$ cat src/mini_mips_pkg.sv
package mini_mips_pkg;

    typedef logic [31:0] word_t;
    typedef logic [4:0]  reg_addr_t;

    localparam int REG_NUM = 32;

    localparam logic [5:0] OP_SPECIAL = 6'b000000;
    localparam logic [5:0] OP_ADDIU   = 6'b001001;
    localparam logic [5:0] OP_ORI     = 6'b001101;
    localparam logic [5:0] OP_LUI     = 6'b001111;

    localparam logic [5:0] FN_ADDU    = 6'b100001;
    localparam logic [5:0] FN_SUBU    = 6'b100011;
    localparam logic [5:0] FN_AND     = 6'b100100;
    localparam logic [5:0] FN_OR      = 6'b100101;
    localparam logic [5:0] FN_XOR     = 6'b100110;
    localparam logic [5:0] FN_SLT     = 6'b101010;
    localparam logic [5:0] FN_SLL     = 6'b000000;

    typedef enum logic [3:0] {
        ALU_ADD,
        ALU_SUB,
        ALU_AND,
        ALU_OR,
        ALU_XOR,
        ALU_SLT,
        ALU_SLL,
        ALU_LUI
    } aluop_e;

    // Register write, also used as the execute forward
    typedef struct packed {
        logic      wreg;
        reg_addr_t wa;
        word_t     wd;
    } wb_bus_t;

    typedef struct packed {
        word_t pc;
    } ifid_t;

    typedef struct packed {
        aluop_e    aluop;
        word_t     src1;
        word_t     src2;
        reg_addr_t wa;
        logic      wreg;
        word_t     pc;
    } idexe_t;

    typedef struct packed {
        wb_bus_t wb;
        word_t   pc;
    } exewb_t;

endpackage
$ cat src/mini_mips32.sv
`timescale 1ns/10ps

module mini_mips32 import mini_mips_pkg::*; #(
    parameter word_t RESET_PC = 32'hBFC0_0000
) (
    input  logic       cpu_clk_50M,
    input  logic       arst_n_i,
    input  word_t      inst_i,
    output word_t      iaddr_o,
    output logic       ice_o,
    output word_t      debug_wb_pc_o,
    output logic [3:0] debug_wb_rf_wen_o,
    output reg_addr_t  debug_wb_rf_wnum_o,
    output word_t      debug_wb_rf_wdata_o
);

    ifid_t     if_ifid;
    ifid_t     id_ifid;
    idexe_t    id_idexe;
    idexe_t    exe_idexe;
    exewb_t    exe_exewb;
    exewb_t    wb_exewb;
    wb_bus_t   exe_fwd;
    reg_addr_t ra1;
    reg_addr_t ra2;
    word_t     rd1;
    word_t     rd2;

    if_stage #(.RESET_PC(RESET_PC)) if_stage0 (
        .cpu_clk_50M (cpu_clk_50M),
        .arst_n_i    (arst_n_i),
        .iaddr_o     (iaddr_o),
        .ice_o       (ice_o),
        .ifid_o      (if_ifid)
    );

    pipe_reg #(.payload_t(ifid_t)) ifid_reg0 (
        .cpu_clk_50M (cpu_clk_50M),
        .arst_n_i    (arst_n_i),
        .d_i         (if_ifid),
        .q_o         (id_ifid)
    );

    id_stage id_stage0 (
        .ifid_i    (id_ifid),
        .inst_i    (inst_i),          // Arrives with the PC it was fetched for
        .ra1_o     (ra1),
        .ra2_o     (ra2),
        .rd1_i     (rd1),
        .rd2_i     (rd2),
        .exe_fwd_i (exe_fwd),
        .idexe_o   (id_idexe)
    );

    regfile regfile0 (
        .cpu_clk_50M (cpu_clk_50M),
        .arst_n_i    (arst_n_i),
        .wb_i        (wb_exewb.wb),
        .ra1_i       (ra1),
        .ra2_i       (ra2),
        .rd1_o       (rd1),
        .rd2_o       (rd2)
    );

    pipe_reg #(.payload_t(idexe_t)) idexe_reg0 (
        .cpu_clk_50M (cpu_clk_50M),
        .arst_n_i    (arst_n_i),
        .d_i         (id_idexe),
        .q_o         (exe_idexe)
    );

    exe_stage exe_stage0 (
        .idexe_i   (exe_idexe),
        .exewb_o   (exe_exewb),
        .exe_fwd_o (exe_fwd)
    );

    pipe_reg #(.payload_t(exewb_t)) exewb_reg0 (
        .cpu_clk_50M (cpu_clk_50M),
        .arst_n_i    (arst_n_i),
        .d_i         (exe_exewb),
        .q_o         (wb_exewb)
    );

    assign debug_wb_pc_o       = wb_exewb.pc;
    assign debug_wb_rf_wen_o   = {4{wb_exewb.wb.wreg}};
    assign debug_wb_rf_wnum_o  = wb_exewb.wb.wa;
    assign debug_wb_rf_wdata_o = wb_exewb.wb.wd;

endmodule

$ cat src/exe_stage.sv
`timescale 1ns/10ps

module exe_stage import mini_mips_pkg::*; (
    input  idexe_t  idexe_i,
    output exewb_t  exewb_o,
    output wb_bus_t exe_fwd_o
);

    word_t   result;
    wb_bus_t wb;

    always_comb begin
        case (idexe_i.aluop)
            ALU_ADD: result = idexe_i.src1 + idexe_i.src2;
            ALU_SUB: result = idexe_i.src1 - idexe_i.src2;
            ALU_AND: result = idexe_i.src1 & idexe_i.src2;
            ALU_OR:  result = idexe_i.src1 | idexe_i.src2;
            ALU_XOR: result = idexe_i.src1 ^ idexe_i.src2;
            ALU_SLT: result = {31'b0, $signed(idexe_i.src1) < $signed(idexe_i.src2)};
            ALU_SLL: result = idexe_i.src2 << idexe_i.src1[4:0];
            ALU_LUI: result = {idexe_i.src2[15:0], 16'h0000};
            default: result = '0;
        endcase
    end

    always_comb begin
        wb.wreg = idexe_i.wreg;
        wb.wa   = idexe_i.wa;
        wb.wd   = result;
    end

    assign exewb_o.wb = wb;
    assign exewb_o.pc = idexe_i.pc;
    assign exe_fwd_o  = wb;               // Same write, one cycle ahead of write-back

endmodule

$ cat src/regfile.sv
`timescale 1ns/10ps

module regfile import mini_mips_pkg::*; (
    input  logic      cpu_clk_50M,
    input  logic      arst_n_i,
    input  wb_bus_t   wb_i,
    input  reg_addr_t ra1_i,
    input  reg_addr_t ra2_i,
    output word_t     rd1_o,
    output word_t     rd2_o
);

    word_t regs [REG_NUM];

    always_ff @(posedge cpu_clk_50M or negedge arst_n_i) begin
        if (!arst_n_i) begin
            for (int i = 0; i < REG_NUM; i++) begin
                regs[i] <= '0;
            end
        end else if (wb_i.wreg && wb_i.wa != '0) begin
            regs[wb_i.wa] <= wb_i.wd;
        end
    end

    // Read with write-through bypass
    function automatic word_t read_port(input reg_addr_t ra);
        word_t data;
        if (ra == '0) begin
            data = '0;
        end else if (wb_i.wreg && wb_i.wa == ra) begin
            data = wb_i.wd;
        end else begin
            data = regs[ra];
        end
        return data;
    endfunction

    always_comb begin
        rd1_o = read_port(ra1_i);
        rd2_o = read_port(ra2_i);
    end

endmodule

$ cat src/id_stage.sv
`timescale 1ns/10ps

module id_stage import mini_mips_pkg::*; (
    input  ifid_t     ifid_i,
    input  word_t     inst_i,
    output reg_addr_t ra1_o,
    output reg_addr_t ra2_o,
    input  word_t     rd1_i,
    input  word_t     rd2_i,
    input  wb_bus_t   exe_fwd_i,
    output idexe_t    idexe_o
);

    logic [5:0]  op;
    logic [5:0]  fn;
    reg_addr_t   rs;
    reg_addr_t   rt;
    reg_addr_t   rd;
    logic [4:0]  sa;
    logic [15:0] imm;

    aluop_e      aluop;
    logic        known;
    logic        rtype;
    logic        use_imm;
    logic        is_sll;
    word_t       imm_ext;
    word_t       op1;
    word_t       op2;
    reg_addr_t   wa;

    assign op  = inst_i[31:26];
    assign rs  = inst_i[25:21];
    assign rt  = inst_i[20:16];
    assign rd  = inst_i[15:11];
    assign sa  = inst_i[10:6];
    assign fn  = inst_i[5:0];
    assign imm = inst_i[15:0];

    assign ra1_o = rs;
    assign ra2_o = rt;

    always_comb begin
        aluop   = ALU_ADD;
        known   = 1'b0;
        rtype   = 1'b0;
        use_imm = 1'b0;
        is_sll  = 1'b0;
        imm_ext = '0;
        case (op)
            OP_SPECIAL: begin
                rtype = 1'b1;
                known = 1'b1;
                case (fn)
                    FN_ADDU: aluop = ALU_ADD;
                    FN_SUBU: aluop = ALU_SUB;
                    FN_AND:  aluop = ALU_AND;
                    FN_OR:   aluop = ALU_OR;
                    FN_XOR:  aluop = ALU_XOR;
                    FN_SLT:  aluop = ALU_SLT;
                    FN_SLL: begin
                        aluop  = ALU_SLL;
                        is_sll = 1'b1;
                    end
                    default: known = 1'b0;
                endcase
            end
            OP_ADDIU: begin
                aluop   = ALU_ADD;
                known   = 1'b1;
                use_imm = 1'b1;
                imm_ext = {{16{imm[15]}}, imm};   // Sign extend
            end
            OP_ORI: begin
                aluop   = ALU_OR;
                known   = 1'b1;
                use_imm = 1'b1;
                imm_ext = {16'h0000, imm};
            end
            OP_LUI: begin
                aluop   = ALU_LUI;
                known   = 1'b1;
                use_imm = 1'b1;
                imm_ext = {16'h0000, imm};       // Moved to the upper half in execute
            end
            default: ;
        endcase
    end

    // Execute result wins over the regfile port
    assign op1 = (exe_fwd_i.wreg && exe_fwd_i.wa == rs && rs != '0) ? exe_fwd_i.wd : rd1_i;
    assign op2 = (exe_fwd_i.wreg && exe_fwd_i.wa == rt && rt != '0) ? exe_fwd_i.wd : rd2_i;

    assign wa = rtype ? rd : rt;

    always_comb begin
        idexe_o.aluop = aluop;
        idexe_o.src1  = is_sll ? {27'b0, sa} : op1;
        idexe_o.src2  = use_imm ? imm_ext : op2;
        idexe_o.wa    = wa;
        idexe_o.wreg  = known && (wa != '0);
        idexe_o.pc    = ifid_i.pc;
    end

    always_comb begin
        assert (!(idexe_o.wreg && idexe_o.wa == '0))
            else $error("id_stage: write enabled for register zero");
    end

endmodule

$ cat src/pipe_reg.sv
`timescale 1ns/10ps

module pipe_reg #(
    parameter type payload_t = logic
) (
    input  logic     cpu_clk_50M,
    input  logic     arst_n_i,
    input  payload_t d_i,
    output payload_t q_o
);

    always_ff @(posedge cpu_clk_50M or negedge arst_n_i) begin
        if (!arst_n_i) begin
            q_o <= '0;                    // All-zero struct is a bubble
        end else begin
            q_o <= d_i;
        end
    end

    a_bubble_after_reset : assert property (@(posedge cpu_clk_50M)
        !arst_n_i |=> q_o == '0)
        else $error("pipe_reg: stage not cleared after reset");

endmodule

$ cat src/if_stage.sv
`timescale 1ns/10ps

module if_stage import mini_mips_pkg::*; #(
    parameter word_t RESET_PC = 32'hBFC0_0000
) (
    input  logic  cpu_clk_50M,
    input  logic  arst_n_i,
    output word_t iaddr_o,
    output logic  ice_o,
    output ifid_t ifid_o
);

    word_t pc;
    logic  ice;

    always_ff @(posedge cpu_clk_50M or negedge arst_n_i) begin
        if (!arst_n_i) begin
            ice <= 1'b0;
            pc  <= RESET_PC;
        end else begin
            ice <= 1'b1;
            if (ice) begin
                pc <= pc + 32'd4;         // Hold RESET_PC until fetch starts
            end
        end
    end

    assign iaddr_o   = pc;
    assign ice_o     = ice;
    assign ifid_o.pc = ice ? pc : '0;     // Bubble before the first fetch

endmodule

$ cat config.mk
export PLATFORM = sky130hd
export DESIGN_NAME = mini_mips32
export DESIGN_NICKNAME = d
export VERILOG_FILES = /design/src/mini_mips_pkg.sv /design/src/mini_mips32.sv /design/src/exe_stage.sv /design/src/regfile.sv /design/src/id_stage.sv /design/src/pipe_reg.sv /design/src/if_stage.sv
export SDC_FILE = /design/constraint.sdc
export NUM_CORES = 2
export LEC_CHECK = 0
export BUFFER_PORTS_ARGS = -buffer_cell sky130_fd_sc_hd__buf_2
export CAP_MARGIN = 20
export CORE_MARGIN = 1
export CORE_UTILIZATION = 60
export DETAILED_ROUTE_END_ITERATION = 8
export PLACE_DENSITY = 0.77
export SKIP_LAST_GASP = 1
export SLEW_MARGIN = 5
export SYNTH_ARGS = -nofsm -noshare
export SYNTH_HDL_FRONTEND = slang
export SYNTH_HIERARCHICAL = 1
export SYNTH_SLANG_ARGS = --single-unit
$ cat constraint.sdc
create_clock -name cpu_clk_50M -period 13.35 [get_ports cpu_clk_50M]
set_clock_uncertainty 0.2 [all_clocks]
set_input_delay 2.67 -clock cpu_clk_50M [delete_from_list [all_inputs] [get_ports cpu_clk_50M]]
set_output_delay 2.67 -clock cpu_clk_50M [all_outputs]
set_load 0.03 [all_outputs]
==> results.py <==
metrics = {
    "sta": {
        "min_period_over_period_pct": 47.3,
        "worst_pin_slew_ns": 1.24,
        "fmax_mhz": 159,
        "grt_setup_unrepaired": "no",
        "final_max_slew_viol_count": 0,
        "hold_viol": 0,
        "finalSetupViolations": 0,
        "tns_ns": 0,
        "slew_headroom_pct": 16.5,
        "period_minus_slack_ns": 6.31,
        "fin_ws_ns": 7.04,
    },
    "drt": {
        "drtPass1Iterations": 6,
        "viasPerCell": 7.29,
        "wirelength_mm": 236,
        "dr_total_vias": 51000,
        "met1Wirelength_mm": 84.5,
        "drtIter0Drc": 6414,
        "top_layer": "met5",
        "drc": 0,
        "dr_wl_met3_mm": 30.7,
        "antenna_left": 0,
        "wl_met2_mm": 105,
        "wl_per_cell_um": 33.8,
    },
    "setup_path": {
        "setup.worst_path.start_class": "input port",
        "endpoint_kind": "register",
        "timing.rr.start": "idexe_reg0/q_o[73]$_DFF_PN0_",
        "arrival_ns": 6.69,
        "r2r_cells": 14,
        "criticalPathCategory": "input port to register",
        "path_max_fanout": 65,
        "r2r_end": "idexe_reg0/q_o[100]$_DFF_PN0_",
        "cp_data_required_time_ns": 13.74,
        "cp-startpoint": "inst_i[16]",
        "rrSetupSlack_ns": 7.65,
    },
    "floorplanning": {
        "die_w_um": 347,
        "ios": 140,
        "core_mm2": 0.118,
        "start_util_pct": 60.5,
        "num_rows": 126,
        "die-area_mm2": 0.120,
        "die_h_um": 347,
    },
    "logic_synthesis": {
        "yosys.area.top_type_share_pct": 44.0,
        "synth_compound_area_share_pct": 7.82,
        "synth_top_cell_by_area": "dfrtp_1",
        "synth_area_leaders": "dfrtp_1 (44%), mux2_2 (16%), mux4_2 (12%)",
        "ys_types": 111,
        "avgSynthCellArea_um2": 12.8,
        "synth_top_family_by_area": "multiplexers",
        "synth_most_common_cell": "dfrtp_1",
        "synth_seq_cells": 1263,
        "synth_area_mm2": 0.0713,
        "synth_adder_area_share_pct": 1.90,
        "synthSimpleGateAreaFrac_pct": 5.24,
        "synth_common_cells": "dfrtp_1 (1254), mux2_2 (1036), mux4_2 (389), mux2i_1 (353), clkbuf_1 (274)",
        "synthArstFlopShare_pct": 100,
        "seq_area_frac_synth_pct": 44.3,
        "synth_edf_count": 0,
        "synth_mux_area_share_pct": 34.5,
        "syn-instance-count": 5580,
        "synthXorXnorAreaFrac_pct": 0.860,
        "yosys_warnings": 6,
        "synth_flop_cell": "dfrtp_1",
    },
    "place": {
        "dp_hpwl_mm": 142,
        "gp_routability_congestion": 0.978,
        "pre_cts_ws_ns": 6.23,
        "io_buffers": 137,
    },
    "global_routing": {
        "grt_use_total_pct": 39.4,
        "grt_max_degree": 172,
        "grt.overflow.total": 0,
        "antenna_found_initial": 4,
        "grt_pass1_vias": 51300,
        "grt_first_pass_wirelength_mm": 347,
    },
    "clock_tree": {
        "cts_buffers": 130,
        "cts_tree": "done",
        "ctsResizeCount": 0,
        "cts_root_buffer": "clkbuf_16",
        "cts_sinks": 1263,
        "postCtsHoldBufs": 0,
        "cts_buffer_depth": 3,
        "clk_latency_ns": 0.77,
        "postCtsSetupBuffers": 0,
        "htreeDepth": 4,
        "clk_pin_slew_ns": 0.06,
    },
    "min_path": {
        "min_path_cells": 0,
        "hold_path_class": "register to register",
        "hold_start": "ifid_reg0/q_o[23]$_DFF_PN0_",
        "min_to": "idexe_reg0/q_o[23]$_DFF_PN0_",
    },
    "pwr": {
        "vdd_drop_max_mv": 0.134,
        "leakage_nw": 35.4,
        "power.density_mw_per_mm2": 118,
        "p_total_w": 0.00904,
    },
    "cells_and_area": {
        "syn_to_final_growth_pct": 7.51,
        "layout-drive-gt1-share_pct": 37.3,
        "post-route-util_pct": 65.0,
        "fin_nets": 5492,
    },
    "run": {
        "maxCapViolCount": 0,
    },
    "outcome": {
        "status": "finished clean",
    },
}
[layout by cell type (no fill, tap or decap), types with 127 or more instances in the layout]
master	synthesis	layout
mux2_2	1036	1036
o21ai_0	172	170
mux4_2	389	389
buf_4	148	132
nor2_1	206	187
buf_2	132	127
dfrtp_1	1254	1253
mux2i_1	353	353
a21oi_1	136	135
nand2_1	269	254
clkbuf_16	0	131
[per-stage QoR]
stage          hold slack, ns  instances  cell area, µm²
3_5_place_dp            0.135       6744           72000
3_3_place_gp            0.131       6744           72000
4_1_cts                 0.139       6980           76400
2_1_floorplan           0.221       5583           71300
5_1_grt                 0.148       6991           76700
6_report                0.140       6992           76700
[worst max path at each step]
stage | to | slack (ns) | cells after the start
6_report | idexe_reg0/q_o[62]$_DFF_PN0_ | 7.04 | 8
5_1_grt | idexe_reg0/q_o[62]$_DFF_PN0_ | 6.82 | 8
4_1_cts | idexe_reg0/q_o[62]$_DFF_PN0_ | 7.01 | 8
3_5_place_dp | idexe_reg0/q_o[62]$_DFF_PN0_ | 6.23 | 8
3_3_place_gp | idexe_reg0/q_o[54]$_DFF_PN0_ | 6.25 | 8
2_1_floorplan | idexe_reg0/q_o[71]$_DFF_PN0_ | 8.41 | 12
[area by class of cell]
| cell class | instances | area, µm² |
|---|---|---|
| Timing Repair Buffer | 281 | 2070 |
| Sequential cell | 1263 | 31600 |
| Clock inverter | 56 | 796 |
| Inverter | 106 | 398 |
| Fill cell | 8529 | 41300 |
| Multi-Input combinational cell | 3569 | 36200 |
| Antenna cell | 1 | 2.50 |
| Tap cell | 1536 | 1920 |
| Clock buffer | 180 | 3670 |
[state kept, by name, summed over array words and instances, names as in the netlist]
signal             cells
if_stage0/iaddr_o     30
if_stage0/ice_o        1
idexe_reg0/q_o       106
ifid_reg0/q_o         32
regfile0/regs       1024
exewb_reg0/q_o        70
[report_power, final]
| part | total, W | switching (W) | internal (W) |
|---|---|---|---|
| Combinational | 0.00112 | 0.000740 | 0.000381 |
| Sequential | 0.00410 | 0.000158 | 0.00394 |
| Clock | 0.00382 | 0.00162 | 0.00221 |
| Total | 0.00904 | 0.00251 | 0.00653 |
[logic make-up after synthesis]
| kind of cell | Yosys count |
|---|---|
| mux | 1803 |
| xor+xnor | 70 |
| fa+ha+maj | 107 |
| other cells | 3 |
| flops | 1263 |
| simple gates | 781 |
| buf+inv | 751 |
| compound gates | 802 |
[metal layers]
metal	global-route usage, %	up-vias
met5	0	-
met4	23.6	2
met3	14.5	939
met2	58.4	3459
met1	49.5	26300
li1	-	20300
[critical path, stage by stage]
cell and delay (ns):
buf_8 0.51, buf_4 0.89, buf_4 0.82, mux4_1 0.68, mux4_2 0.50, a221o_1 0.30
mux2i_1 0.13, o21ai_1 0.07
No activity file was read; power rests on OpenSTA's default activity.
